## src/hw/cpu_pkg.sv

```systemverilog
package cpu_pkg;

	// ****************************************
	// Opcodes and ALU operations
	// ****************************************
	localparam logic [5:0] op_alu  = 6'b000000;  // Zero word is add r0,r0,r0
	localparam logic [5:0] op_addi = 6'b101000;
	localparam logic [5:0] op_ori  = 6'b101100;
	localparam logic [5:0] op_movi = 6'b100010;
	localparam logic [5:0] op_lwi  = 6'b000010;
	localparam logic [5:0] op_swi  = 6'b001010;
	localparam logic [5:0] op_j    = 6'b100100;

	localparam logic [4:0] alu_add = 5'b00000;
	localparam logic [4:0] alu_sub = 5'b00001;
	localparam logic [4:0] alu_and = 5'b00010;
	localparam logic [4:0] alu_xor = 5'b00011;
	localparam logic [4:0] alu_or  = 5'b00100;
	localparam logic [4:0] alu_slt = 5'b00110;

	// Write-data source at the memory stage
	localparam logic [1:0] sel_alu = 2'd0;
	localparam logic [1:0] sel_mem = 2'd1;
	localparam logic [1:0] sel_imm = 2'd2;

	// ****************************************
	// Instruction word
	// ****************************************
	typedef struct packed {
		logic [5:0] opcode;
		logic [4:0] rt;
		logic [4:0] ra;
		logic [4:0] rb;
		logic [5:0] pad;
		logic [4:0] sub_op_base;
	} r_form_t;

	typedef struct packed {
		logic [5:0]  opcode;
		logic [4:0]  rt;
		logic [4:0]  ra;
		logic [1:0]  pad;
		logic [13:0] imm14;
	} i_form_t;

	typedef union packed {
		r_form_t r_form;
		i_form_t i_form;
	} instr_t;

	// ****************************************
	// Stage bundles
	// ****************************************
	typedef struct packed {
		logic       do_dm_read;
		logic       do_dm_write;
		logic       do_reg_write;
		logic [1:0] select_write_reg;
	} ctrl_t;

	typedef struct packed {
		logic [31:0] ra_data;
		logic [31:0] alu_src2;
		logic [31:0] rt_data;
		logic [31:0] imm_extend;
		logic [4:0]  alu_op;
		logic [4:0]  write_reg_addr;
		ctrl_t       ctrl;
	} idex_t;

	typedef struct packed {
		logic [31:0] alu_result;
		logic [31:0] rt_data;
		logic [31:0] imm_extend;
		logic [4:0]  write_reg_addr;
		ctrl_t       ctrl;
	} exmem_t;

	typedef struct packed {
		logic        do_reg_write;
		logic [4:0]  write_reg_addr;
		logic [31:0] write_reg_data;
	} wb_t;

	typedef struct packed {
		logic [31:0] addr;
		logic [31:0] wdata;
		logic        do_dm_read;
		logic        do_dm_write;
	} dmem_req_t;

	typedef struct packed {
		logic       use_ra;
		logic       use_r2;
		logic [4:0] ra_addr;
		logic [4:0] r2_addr;
	} src_use_t;

endpackage

```

## src/hw/regwalls.sv

```systemverilog
`timescale 1ns/1ps

module regwalls (
	input  logic              clock,
	input  logic              rst_n,
	input  cpu_pkg::instr_t   imem_data,
	output cpu_pkg::instr_t   if_id,
	input  cpu_pkg::idex_t    idex_in,
	output cpu_pkg::idex_t    id_ex,
	input  logic [31:0]       alu_result,
	output cpu_pkg::exmem_t   ex_mem,
	input  logic [31:0]       dmem_rdata,
	output cpu_pkg::wb_t      mem_wb,
	input  logic              do_flush,
	input  logic              do_hazard
);

	logic [31:0] wb_data;

	// Write data picked on entry to mem_wb
	always_comb begin
		case (ex_mem.ctrl.select_write_reg)
			cpu_pkg::sel_mem: wb_data = dmem_rdata;
			cpu_pkg::sel_imm: wb_data = ex_mem.imm_extend;
			default:          wb_data = ex_mem.alu_result;
		endcase
	end

	// ****************************************
	// Fetch/decode
	always_ff @(posedge clock or negedge rst_n) begin
		if (!rst_n) begin
			if_id <= '0;
		end else if (do_flush) begin
			if_id <= '0;  // Kill the word behind a jump
		end else if (!do_hazard) begin
			if_id <= imem_data;
		end
	end

	// Decode/execute takes a bubble on hazard
	always_ff @(posedge clock or negedge rst_n) begin
		if (!rst_n) begin
			id_ex <= '0;
		end else if (do_hazard) begin
			id_ex <= '0;
		end else begin
			id_ex <= idex_in;
		end
	end

	// ****************************************
	// Execute/memory and memory/writeback
	always_ff @(posedge clock or negedge rst_n) begin
		if (!rst_n) begin
			ex_mem <= '0;
			mem_wb <= '0;
		end else begin
			ex_mem.alu_result     <= alu_result;
			ex_mem.rt_data        <= id_ex.rt_data;
			ex_mem.imm_extend     <= id_ex.imm_extend;
			ex_mem.write_reg_addr <= id_ex.write_reg_addr;
			ex_mem.ctrl           <= id_ex.ctrl;

			mem_wb.do_reg_write   <= ex_mem.ctrl.do_reg_write;
			mem_wb.write_reg_addr <= ex_mem.write_reg_addr;
			mem_wb.write_reg_data <= wb_data;
		end
	end

endmodule

```

## src/hw/fetch_unit.sv

```systemverilog
`timescale 1ns/1ps

module fetch_unit (
	input  logic        clock,
	input  logic        rst_n,
	input  logic        do_hazard,
	input  logic        do_jump,
	input  logic [31:0] jump_target,
	output logic [31:0] pc
);

	// Word-addressed program counter
	always_ff @(posedge clock or negedge rst_n) begin
		if (!rst_n) begin
			pc <= '0;
		end else if (do_jump) begin
			pc <= jump_target;
		end else if (!do_hazard) begin
			pc <= pc + 32'd1;
		end
	end

endmodule

```

## src/hw/decoder.sv

```systemverilog
`timescale 1ns/1ps

module decoder (
	input  cpu_pkg::instr_t   if_id,
	input  logic [31:0]       pc,
	output logic [4:0]        ra_addr,
	output logic [4:0]        r2_addr,
	input  logic [31:0]       ra_data,
	input  logic [31:0]       r2_data,
	output cpu_pkg::src_use_t src_use,
	output cpu_pkg::idex_t    idex_out,
	output logic              do_jump,
	output logic [31:0]       jump_target
);

	logic [5:0]     opcode;
	logic [31:0]    imm_ext;
	logic           src2_imm;
	logic           use_ra;
	logic           use_r2;
	logic [4:0]     alu_op;
	cpu_pkg::ctrl_t ctrl;

	assign opcode  = if_id.r_form.opcode;
	assign ra_addr = if_id.r_form.ra;
	assign r2_addr = (opcode == cpu_pkg::op_swi) ? if_id.i_form.rt : if_id.r_form.rb;

	// ori zero-extends, everything else sign-extends
	assign imm_ext = (opcode == cpu_pkg::op_ori) ? {18'b0, if_id.i_form.imm14}
	                                              : {{18{if_id.i_form.imm14[13]}}, if_id.i_form.imm14};

	// 26-bit target spans rt, ra, pad and imm14
	assign jump_target = {pc[31:26], if_id.i_form.rt, if_id.i_form.ra,
	                      if_id.i_form.pad, if_id.i_form.imm14};

	always_comb begin
		ctrl     = '0;
		alu_op   = cpu_pkg::alu_add;
		src2_imm = 1'b1;
		use_ra   = 1'b0;
		use_r2   = 1'b0;
		do_jump  = 1'b0;
		case (opcode)
			cpu_pkg::op_alu: begin
				alu_op            = if_id.r_form.sub_op_base;
				src2_imm          = 1'b0;
				use_ra            = 1'b1;
				use_r2            = 1'b1;
				ctrl.do_reg_write = 1'b1;
			end
			cpu_pkg::op_addi, cpu_pkg::op_ori: begin
				alu_op            = (opcode == cpu_pkg::op_ori) ? cpu_pkg::alu_or : cpu_pkg::alu_add;
				use_ra            = 1'b1;
				ctrl.do_reg_write = 1'b1;
			end
			cpu_pkg::op_movi: begin
				ctrl.do_reg_write     = 1'b1;
				ctrl.select_write_reg = cpu_pkg::sel_imm;
			end
			cpu_pkg::op_lwi: begin
				use_ra                = 1'b1;
				ctrl.do_dm_read       = 1'b1;
				ctrl.do_reg_write     = 1'b1;
				ctrl.select_write_reg = cpu_pkg::sel_mem;
			end
			cpu_pkg::op_swi: begin
				use_ra           = 1'b1;
				use_r2           = 1'b1;  // Store data from rt
				ctrl.do_dm_write = 1'b1;
			end
			cpu_pkg::op_j:   do_jump = 1'b1;
			default: ;
		endcase
	end

	assign src_use.use_ra  = use_ra;
	assign src_use.use_r2  = use_r2;
	assign src_use.ra_addr = ra_addr;
	assign src_use.r2_addr = r2_addr;

	assign idex_out.ra_data        = ra_data;
	assign idex_out.alu_src2       = src2_imm ? imm_ext : r2_data;
	assign idex_out.rt_data        = r2_data;
	assign idex_out.imm_extend     = imm_ext;
	assign idex_out.alu_op         = alu_op;
	assign idex_out.write_reg_addr = if_id.i_form.rt;
	assign idex_out.ctrl           = ctrl;

endmodule

```

## src/hw/regfile.sv

```systemverilog
`timescale 1ns/1ps

module regfile (
	input  logic         clock,
	input  logic         rst_n,
	input  logic [4:0]   ra_addr,
	input  logic [4:0]   r2_addr,
	output logic [31:0]  ra_data,
	output logic [31:0]  r2_data,
	input  cpu_pkg::wb_t wr
);

	logic [31:0] regs [32];

	// r0 reads zero, same-cycle write passes through
	function automatic logic [31:0] read_port(input logic [4:0] addr);
		if (addr == 5'd0)
			return 32'd0;
		if (wr.do_reg_write && wr.write_reg_addr == addr)
			return wr.write_reg_data;
		return regs[addr];
	endfunction

	assign ra_data = read_port(ra_addr);
	assign r2_data = read_port(r2_addr);

	always_ff @(posedge clock or negedge rst_n) begin
		if (!rst_n) begin
			for (int i = 0; i < 32; i++)
				regs[i] <= '0;
		end else if (wr.do_reg_write && wr.write_reg_addr != 5'd0) begin
			regs[wr.write_reg_addr] <= wr.write_reg_data;
		end
	end

endmodule

```

## src/hw/alu.sv

```systemverilog
`timescale 1ns/1ps

module alu (
	input  cpu_pkg::idex_t id_ex,
	output logic [31:0]    alu_result
);

	logic [31:0] a;
	logic [31:0] b;

	assign a = id_ex.ra_data;
	assign b = id_ex.alu_src2;

	always_comb begin
		case (id_ex.alu_op)
			cpu_pkg::alu_add: alu_result = a + b;
			cpu_pkg::alu_sub: alu_result = a - b;
			cpu_pkg::alu_and: alu_result = a & b;
			cpu_pkg::alu_or:  alu_result = a | b;
			cpu_pkg::alu_xor: alu_result = a ^ b;
			cpu_pkg::alu_slt: alu_result = {31'd0, $signed(a) < $signed(b)};  // Signed compare
			default:          alu_result = '0;
		endcase
	end

endmodule

```

## src/hw/hazard_unit.sv

```systemverilog
`timescale 1ns/1ps

module hazard_unit (
	input  cpu_pkg::src_use_t src_use,
	input  cpu_pkg::idex_t    id_ex,
	input  cpu_pkg::exmem_t   ex_mem,
	output logic              do_hazard
);

	// Used nonzero source against one writer in flight
	function automatic logic dep(input logic used, input logic [4:0] src,
	                             input logic wr_en, input logic [4:0] dst);
		return used && src != 5'd0 && wr_en && src == dst;
	endfunction

	// mem_wb is covered by the regfile bypass
	assign do_hazard =
		dep(src_use.use_ra, src_use.ra_addr, id_ex.ctrl.do_reg_write, id_ex.write_reg_addr) ||
		dep(src_use.use_r2, src_use.r2_addr, id_ex.ctrl.do_reg_write, id_ex.write_reg_addr) ||
		dep(src_use.use_ra, src_use.ra_addr, ex_mem.ctrl.do_reg_write, ex_mem.write_reg_addr) ||
		dep(src_use.use_r2, src_use.r2_addr, ex_mem.ctrl.do_reg_write, ex_mem.write_reg_addr);

endmodule

```

## src/hw/cpu_core.sv

```systemverilog
`timescale 1ns/1ps

module cpu_core (
	input  logic               clock,
	input  logic               rst_n,
	output logic [31:0]        imem_addr,
	input  cpu_pkg::instr_t    imem_data,
	output cpu_pkg::dmem_req_t dmem,
	input  logic [31:0]        dmem_rdata,
	output cpu_pkg::wb_t       wb
);

	logic [31:0]       pc;
	logic              do_hazard;
	logic              do_jump;
	logic [31:0]       jump_target;
	logic [4:0]        ra_addr;
	logic [4:0]        r2_addr;
	logic [31:0]       ra_data;
	logic [31:0]       r2_data;
	logic [31:0]       alu_result;
	cpu_pkg::instr_t   if_id;
	cpu_pkg::idex_t    idex_in;
	cpu_pkg::idex_t    id_ex;
	cpu_pkg::exmem_t   ex_mem;
	cpu_pkg::wb_t      mem_wb;
	cpu_pkg::src_use_t src_use;

	// ****************************************
	// Stages
	fetch_unit u_fetch (
		.clock       (clock),
		.rst_n       (rst_n),
		.do_hazard   (do_hazard),
		.do_jump     (do_jump),
		.jump_target (jump_target),
		.pc          (pc)
	);

	regwalls u_walls (
		.clock      (clock),
		.rst_n      (rst_n),
		.imem_data  (imem_data),
		.if_id      (if_id),
		.idex_in    (idex_in),
		.id_ex      (id_ex),
		.alu_result (alu_result),
		.ex_mem     (ex_mem),
		.dmem_rdata (dmem_rdata),
		.mem_wb     (mem_wb),
		.do_flush   (do_jump),
		.do_hazard  (do_hazard)
	);

	decoder u_dec (
		.if_id       (if_id),
		.pc          (pc),
		.ra_addr     (ra_addr),
		.r2_addr     (r2_addr),
		.ra_data     (ra_data),
		.r2_data     (r2_data),
		.src_use     (src_use),
		.idex_out    (idex_in),
		.do_jump     (do_jump),
		.jump_target (jump_target)
	);

	regfile u_rf (
		.clock   (clock),
		.rst_n   (rst_n),
		.ra_addr (ra_addr),
		.r2_addr (r2_addr),
		.ra_data (ra_data),
		.r2_data (r2_data),
		.wr      (mem_wb)
	);

	hazard_unit u_haz (
		.src_use   (src_use),
		.id_ex     (id_ex),
		.ex_mem    (ex_mem),
		.do_hazard (do_hazard)
	);

	alu u_alu (
		.id_ex      (id_ex),
		.alu_result (alu_result)
	);

	// ****************************************
	// Memory and retire ports
	assign imem_addr        = pc;
	assign dmem.addr        = ex_mem.alu_result;  // Base plus immediate
	assign dmem.wdata       = ex_mem.rt_data;
	assign dmem.do_dm_read  = ex_mem.ctrl.do_dm_read;
	assign dmem.do_dm_write = ex_mem.ctrl.do_dm_write;
	assign wb               = mem_wb;

endmodule

```

## config.mk

```make
export PLATFORM = sky130hd
export DESIGN_NAME = cpu_core
export DESIGN_NICKNAME = d
export VERILOG_FILES = /design/src/hw/cpu_pkg.sv /design/src/hw/regwalls.sv /design/src/hw/fetch_unit.sv /design/src/hw/decoder.sv /design/src/hw/regfile.sv /design/src/hw/alu.sv /design/src/hw/hazard_unit.sv /design/src/hw/cpu_core.sv
export SDC_FILE = /design/constraint.sdc
export NUM_CORES = 2
export LEC_CHECK = 0
export ABC_AREA = 1
export BUFFER_PORTS_ARGS = -buffer_cell sky130_fd_sc_hd__buf_2
export CORE_UTILIZATION = 59
export CTS_CLUSTER_SIZE = 30
export DETAILED_ROUTE_END_ITERATION = 8
export PLACE_DENSITY = 0.87
export SLEW_MARGIN = 5
export SYNTH_ARGS = -nofsm -noshare
export SYNTH_HDL_FRONTEND = slang
export SYNTH_SLANG_ARGS = --single-unit
```

## constraint.sdc

```tcl
create_clock -name clock -period 2.4 [get_ports clock]
set_input_delay 0.24 -clock clock [delete_from_list [all_inputs] [get_ports clock]]
set_output_delay 0.24 -clock clock [all_outputs]
set_load 0.01 [all_outputs]
```

==> flow_results.xml, run 1 <==
<?xml version="1.0" encoding="UTF-8"?>
<metrics>
  <group name="synthesis">
    <metric name="synth-async-reset-ratio" unit="%">100</metric>
    <metric name="yosysSeqAreaShare" unit="%">45.8</metric>
    <metric name="synth.distinct_cells" unit="">51</metric>
    <metric name="mappedNetlistNets" unit="">10100</metric>
    <metric name="yosys.area.top_type_share" unit="%">45.8</metric>
    <metric name="postSynthAreaPerCell" unit="µm²">7.36</metric>
    <metric name="number_of_synthesized_register_bits" unit="">1339</metric>
    <metric name="post_synth_instance_area" unit="µm²">73100</metric>
    <metric name="yosys_warnings" unit="">0</metric>
    <metric name="synth-edff-count" unit="">0</metric>
    <metric name="number_of_cells_produced_by_synthesis" unit="">9932</metric>
    <metric name="synth_top_cells_by_area" unit="">dfrtp_1, nand2_1, nand3_1, o21ai_0, a21oi_1</metric>
    <metric name="ys.flop_type" unit="">dfrtp_1</metric>
    <metric name="synth_top_area_cell" unit="">dfrtp_1</metric>
  </group>
  <group name="place">
    <metric name="dp_worst_setup_slack" unit="ps">-612</metric>
    <metric name="detailedPlacementHpwl" unit="mm">199</metric>
    <metric name="portBuffers" unit="">201</metric>
    <metric name="globalplace.congestion" unit="">1.06</metric>
  </group>
  <group name="clock_network">
    <metric name="cts-root-buf" unit="">clkbuf_16</metric>
    <metric name="clockBufferDepth" unit="">3</metric>
    <metric name="cts_htree_levels" unit="">4</metric>
    <metric name="tritoncts_num_sinks" unit="">1339</metric>
    <metric name="cts-buffers-inserted" unit="">145</metric>
  </group>
  <group name="floorplan">
    <metric name="floorplan.die.width" unit="µm">354</metric>
    <metric name="die_h" unit="µm">354</metric>
    <metric name="placement_rows" unit="">128</metric>
    <metric name="floorplan.initialDensity" unit="%">59.8</metric>
    <metric name="num_io_pins" unit="">202</metric>
  </group>
  <group name="grt">
    <metric name="overflow" unit="">133</metric>
    <metric name="grt_start_max_net_pins" unit="">92</metric>
    <metric name="globalRouteTotalUtil" unit="%">69.4</metric>
    <metric name="number_of_antenna_violations_at_the_first_check_in_global_routing" unit="">62</metric>
  </group>
  <group name="sta">
    <metric name="worstEndpointGrtRepair" unit="">u_walls.id_ex[116]$_DFF_PN0_/D</metric>
    <metric name="timing.worst_endpoint.kind" unit="">register data pin</metric>
  </group>
  <group name="status">
    <metric name="last-stage-reached" unit="">global routing (5_1_grt)</metric>
    <metric name="outcome" unit="">did not finish</metric>
    <metric name="error_message" unit="">[ERROR GRT-0232] Routing congestion too high. Check the congestion heatmap in the GUI.</metric>
  </group>
</metrics>
## synth_stat cells, drive strengths merged (4+ instances only)
cell type and n:
o21bai 8, a21o 12, inv 536, a31oi 11, nor4 8, nor3 60, o211ai 26, clkbuf 702
ha 104, dfrtp 1339, nand2 2285, or2 9, nor2 787, a21boi 4, xor2 28, o221ai 133
a21oi 707, xnor2 15, o21ai 1415, nand3 1431, a22oi 4, a221oi 9, o22ai 39, buf 214
nand4 25, o2111ai 4
## stage by stage
step / utilization, % / std cells / TNS, ps / cell area [µm²]
floorplan: - / 9932 / 0 / 73100
global placement: 67.1 / 11700 / -27020 / 82100
detailed placement: 67.1 / 11700 / -38050 / 82100
CTS: 73.1 / 12100 / -20120 / 89500
## what timing repair did
action | CTS
hold endpoints to repair | 601
setup endpoints to repair | 211
gates resized for setup | 279
cloned | 11
setup buffers | 30
pin swaps | 58
hold buffers | 65
## kinds of logic after synthesis
logic type,share of synthesized area [%]
AOI/OAI and AO/OA,17.4
adders and majority gates,1.83
DFF,45.8
xor gates and xnor gates,0.515
buffers and inverters,7.94
and+or+nand+nor,26.5
## per-layer routing
metal / GRT overflow / global-route usage (%)
met5: 1 / 42.6
met4: 54 / 61.7
met3: 12 / 59.4
met2: 59 / 82.7
met1: 7 / 69.9
==> run 2: changes to the inputs <==
--- a/config.mk
+++ b/config.mk
@@ -7,10 +7,9 @@
 export LEC_CHECK = 0
 export ABC_AREA = 1
 export BUFFER_PORTS_ARGS = -buffer_cell sky130_fd_sc_hd__buf_2
-export CORE_UTILIZATION = 59
-export CTS_CLUSTER_SIZE = 30
+export CORE_UTILIZATION = 40
 export DETAILED_ROUTE_END_ITERATION = 8
-export PLACE_DENSITY = 0.87
+export PLACE_DENSITY_LB_ADDON = 0.15
 export SLEW_MARGIN = 5
 export SYNTH_ARGS = -nofsm -noshare
 export SYNTH_HDL_FRONTEND = slang
==> flow_results.xml, run 2 <==
<?xml version="1.0" encoding="UTF-8"?>
<metrics>
  <group name="sta">
    <metric name="timing.final.crit_period" unit="ps">2820</metric>
    <metric name="setup_tns" unit="ps">-50790</metric>
    <metric name="hold_ws" unit="ps">135</metric>
    <metric name="worst_pin_slew" unit="ps">974</metric>
    <metric name="final-hold-violation-count" unit="">0</metric>
    <metric name="grt_setup_unrepaired" unit="">true</metric>
    <metric name="postLayoutSetupSlackWorst" unit="ps">-416</metric>
    <metric name="final.setup_skew" unit="ps">38.6</metric>
    <metric name="relSlewSlack" unit="%">35.1</metric>
    <metric name="final_min_period_over_clock_period" unit="%">117</metric>
    <metric name="setup_viol_count_final" unit="">208</metric>
    <metric name="slew_viol_final" unit="">0</metric>
    <metric name="fmaxAchievable" unit="MHz">355</metric>
  </group>
  <group name="synthesis">
    <metric name="synth_top_area_cell" unit="">dfrtp_1</metric>
    <metric name="number_of_cells_produced_by_synthesis" unit="">9932</metric>
    <metric name="mappedNetlistNets" unit="">10100</metric>
    <metric name="post_synth_most_frequent_cells" unit="">nand2_1, nand3_1, o21ai_0, dfrtp_1, nor2_1</metric>
    <metric name="most_instantiated_library_cell_after_synthesis" unit="">nand2_1</metric>
    <metric name="number_of_synthesized_register_bits" unit="">1339</metric>
    <metric name="yosys_warnings" unit="">0</metric>
    <metric name="synth-async-reset-ratio" unit="%">100</metric>
    <metric name="synth.distinct_cells" unit="">51</metric>
    <metric name="yosys.area.top_type_share" unit="%">45.8</metric>
    <metric name="synth_top_cells_by_area" unit="">dfrtp_1, nand2_1, nand3_1, o21ai_0, a21oi_1</metric>
    <metric name="ys.flop_type" unit="">dfrtp_1</metric>
    <metric name="post_synth_instance_area" unit="µm²">73100</metric>
    <metric name="yosysSeqAreaShare" unit="%">45.8</metric>
    <metric name="postSynthAreaPerCell" unit="µm²">7.36</metric>
    <metric name="synth-edff-count" unit="">0</metric>
  </group>
  <group name="hold_path">
    <metric name="hold_path_class" unit="">input pin to flop</metric>
    <metric name="min_from" unit="">imem_data[23]</metric>
  </group>
  <group name="critical_path">
    <metric name="critical_path.top_delay_family" unit="">buffers and inverters</metric>
    <metric name="r2r_slack" unit="ps">-420</metric>
    <metric name="worstSetupStartpoint" unit="">u_walls.if_id[30]$_DFFE_PN0P_</metric>
    <metric name="worst_path_largest_cell_delay" unit="ps">410</metric>
    <metric name="cpMostUsedCell" unit="">buf_6</metric>
    <metric name="worstReg2RegStart" unit="">u_walls.if_id[30]$_DFFE_PN0P_</metric>
    <metric name="worstPathArrival" unit="ps">3540</metric>
    <metric name="critical_path_buf_inv_count" unit="">6</metric>
    <metric name="r2r_cells" unit="">14</metric>
    <metric name="worst_r2r_endpoint" unit="">u_walls.id_ex[79]$_DFF_PN0_</metric>
    <metric name="cp_max_fo" unit="">7</metric>
    <metric name="crit_path_end" unit="">u_walls.id_ex[79]$_DFF_PN0_</metric>
    <metric name="path_cells" unit="">nor2_4 &gt; nand3_4 &gt; buf_6 &gt; nand2_1 &gt; o21ai_4 &gt; buf_6 &gt; buf_16 &gt; inv_2 &gt; buf_8 &gt; buf_4 &gt; nand3_1 &gt; nand3_2 &gt; nand2_4 &gt; a21oi_4</metric>
    <metric name="worst-endpoint-required" unit="ps">3120</metric>
    <metric name="timing_worst_setup_path_type" unit="">flop to flop</metric>
    <metric name="crit_slowest_cell" unit="">dfrtp_1</metric>
    <metric name="worst_setup_path_start_kind" unit="">flop</metric>
    <metric name="critical_path.endpoint_type" unit="">flop</metric>
    <metric name="critical_path_cell_count" unit="">14</metric>
  </group>
  <group name="floorplan">
    <metric name="die_h" unit="µm">430</metric>
    <metric name="floorplan.die.width" unit="µm">430</metric>
    <metric name="floorplan.initialDensity" unit="%">40.4</metric>
    <metric name="area_of_the_core" unit="µm²">181000</metric>
    <metric name="placement_rows" unit="">156</metric>
    <metric name="fp.dieArea" unit="µm²">185000</metric>
    <metric name="num_io_pins" unit="">202</metric>
  </group>
  <group name="status">
    <metric name="outcome" unit="">finished, violations left</metric>
    <metric name="violations_in_the_final_reports" unit="">negative setup slack</metric>
  </group>
  <group name="drt">
    <metric name="met3_length" unit="mm">39.3</metric>
    <metric name="dr.pass1.iters" unit="">6</metric>
    <metric name="drtIter0Drc" unit="">11300</metric>
    <metric name="route.vias.total" unit="">78100</metric>
    <metric name="drc_violation_count_after_routing" unit="">0</metric>
    <metric name="top_signal_layer_used" unit="">met5</metric>
    <metric name="met2_wirelength" unit="mm">152</metric>
    <metric name="detail_route.vias_per_cell" unit="">6.00</metric>
    <metric name="postRouteAntennaNets" unit="">0</metric>
    <metric name="drt-total-wl" unit="mm">352</metric>
    <metric name="drt-met1-wl" unit="mm">138</metric>
    <metric name="avgRoutedWirePerCell" unit="µm">27.0</metric>
  </group>
  <group name="grt">
    <metric name="globalRouteTotalUtil" unit="%">37.0</metric>
    <metric name="wire_length_of_the_first_global_routing_pass" unit="mm">507</metric>
    <metric name="number_of_antenna_violations_at_the_first_check_in_global_routing" unit="">13</metric>
    <metric name="overflow" unit="">0</metric>
    <metric name="grt_start_max_net_pins" unit="">105</metric>
    <metric name="first_global_vias" unit="">74000</metric>
  </group>
  <group name="clock_network">
    <metric name="tritoncts" unit="">built</metric>
    <metric name="cts_htree_levels" unit="">4</metric>
    <metric name="worst_setup_hold_path_clk_slew" unit="ps">60</metric>
    <metric name="cts-root-buf" unit="">clkbuf_16</metric>
    <metric name="clockBufferDepth" unit="">3</metric>
    <metric name="cts-buffers-inserted" unit="">158</metric>
    <metric name="tritoncts_num_sinks" unit="">1339</metric>
    <metric name="clk_latency" unit="ps">860</metric>
  </group>
  <group name="layout">
    <metric name="layout_commonest_cell" unit="">nand2_1</metric>
    <metric name="most-common-layout-cells" unit="">nand2_1, o21ai_0, nand3_1</metric>
    <metric name="final_cells" unit="">13000</metric>
    <metric name="biggestRegsByFlops" unit="">u_rf.regs x1024, u_walls.id_ex x125, u_walls.ex_mem x88</metric>
    <metric name="fin_nets" unit="">10700</metric>
    <metric name="area_delta_synth_final" unit="%">27.4</metric>
    <metric name="final_layout_size_suffix_gt1_share" unit="%">17.4</metric>
    <metric name="largest_register_ffs" unit="">1024</metric>
    <metric name="regMostFlops" unit="">u_rf.regs</metric>
    <metric name="filler_cell_count" unit="">17200</metric>
  </group>
  <group name="power">
    <metric name="vdd_drop_max" unit="V">0.000720</metric>
    <metric name="p_leak" unit="nW">42.2</metric>
    <metric name="powerDensity" unit="nW/µm²">765</metric>
  </group>
  <group name="place">
    <metric name="globalplace.congestion" unit="">0.975</metric>
    <metric name="placedCellCount" unit="">12600</metric>
    <metric name="portBuffers" unit="">201</metric>
    <metric name="detailedPlacementHpwl" unit="mm">225</metric>
  </group>
  <group name="job">
    <metric name="drv_cap" unit="">0</metric>
  </group>
</metrics>
==> run 2: cell families after synthesis <==
logic type | Yosys count | share of synthesized area (%)
flops | 1339 | 45.8
buf+inv | 1453 | 7.94
fa+ha+maj | 106 | 1.83
xor+xnor | 43 | 0.515
simple gates | 4612 | 26.5
compound gates | 2379 | 17.4
==> run 2: power by group <==
| group | internal (W) | switching (W) | leakage (nW) |
|---|---|---|---|
| Combinational | 0.00649 | 0.0112 | 21.7 |
| Sequential | 0.0250 | 0.00281 | 17.8 |
| Clock | 0.0152 | 0.0106 | 2.69 |
==> run 2: final cells by class <==
type                    count  area, µm²  area share, %
clock inverters            63        871          0.935
flip-flops and latches   1339      33500           36.0
inverters                 537       2040           2.19
clock buffers             220       4580           4.92
multi-input cells        7141      35400           38.0
repair buffers           1354      13700           14.7
diodes                      1       2.50        0.00269
well taps                2370       2970           3.18
==> run 2: repair_timing <==
| action | 4_1_cts | 5_1_grt |
|---|---|---|
| pin swaps | 50 | 39 |
| hold buffers | 66 | 0 |
| hold endpoints to repair | 928 | 0 |
| setup endpoints to repair | 211 | 213 |
| gates cloned | 21 | 12 |
| gates resized for setup | 278 | 128 |
| buffers inserted | 51 | 12 |
==> run 2: per-stage QoR <==
| step | worst slack (ps) | instance area (µm²) | utilization, % | power, W |
|---|---|---|---|---|
| floorplan | 167 | 73100 | - | 0.0356 |
| CTS | -265 | 92300 | 51.0 | 0.0708 |
| global route | -417 | 93200 | 51.4 | 0.0738 |
| global placement | -1100 | 83900 | 46.3 | 0.0443 |
| detailed placement | -1090 | 83900 | 46.3 | 0.0444 |
| finish | -416 | 93200 | 51.4 | 0.0713 |
==> run 2: worst reg2reg max path, cell delays in order, from the launching register on <==
cell and delay [ps]:
dfrtp_1 410, nor2_4 170, nand3_4 170, buf_6 170, nand2_1 100, o21ai_4 110
buf_6 150, buf_16 150, inv_2 110, buf_8 190, buf_4 220, nand3_1 130
nand3_2 130, nand2_4 130, a21oi_4 350
==> run 2: worst min-delay path by stage <==
stage                                                to  slack [ps]  depth (start not counted)
after floorplan               u_fetch.pc[0]$_DFFE_PN0P_         -60                          0
after global placement       u_rf.regs[508]$_DFFE_PN0P_         200                          1
after global routing       u_walls.if_id[1]$_DFFE_PN0P_         150                          4
final                     u_walls.if_id[23]$_DFFE_PN0P_         140                          4
after detailed placement     u_rf.regs[983]$_DFFE_PN0P_         200                          1
after CTS                 u_walls.if_id[23]$_DFFE_PN0P_          90                          4
==> run 2: layer usage <==
layer | vias to the layer above | GRT usage, %
met4 | 8 | 21.0
met5 | - | 0
met3 | 1105 | 8.41
met2 | 5105 | 55.6
met1 | 37600 | 49.0
li1 | 34300 | -
Power figures use the tool's default switching activity.
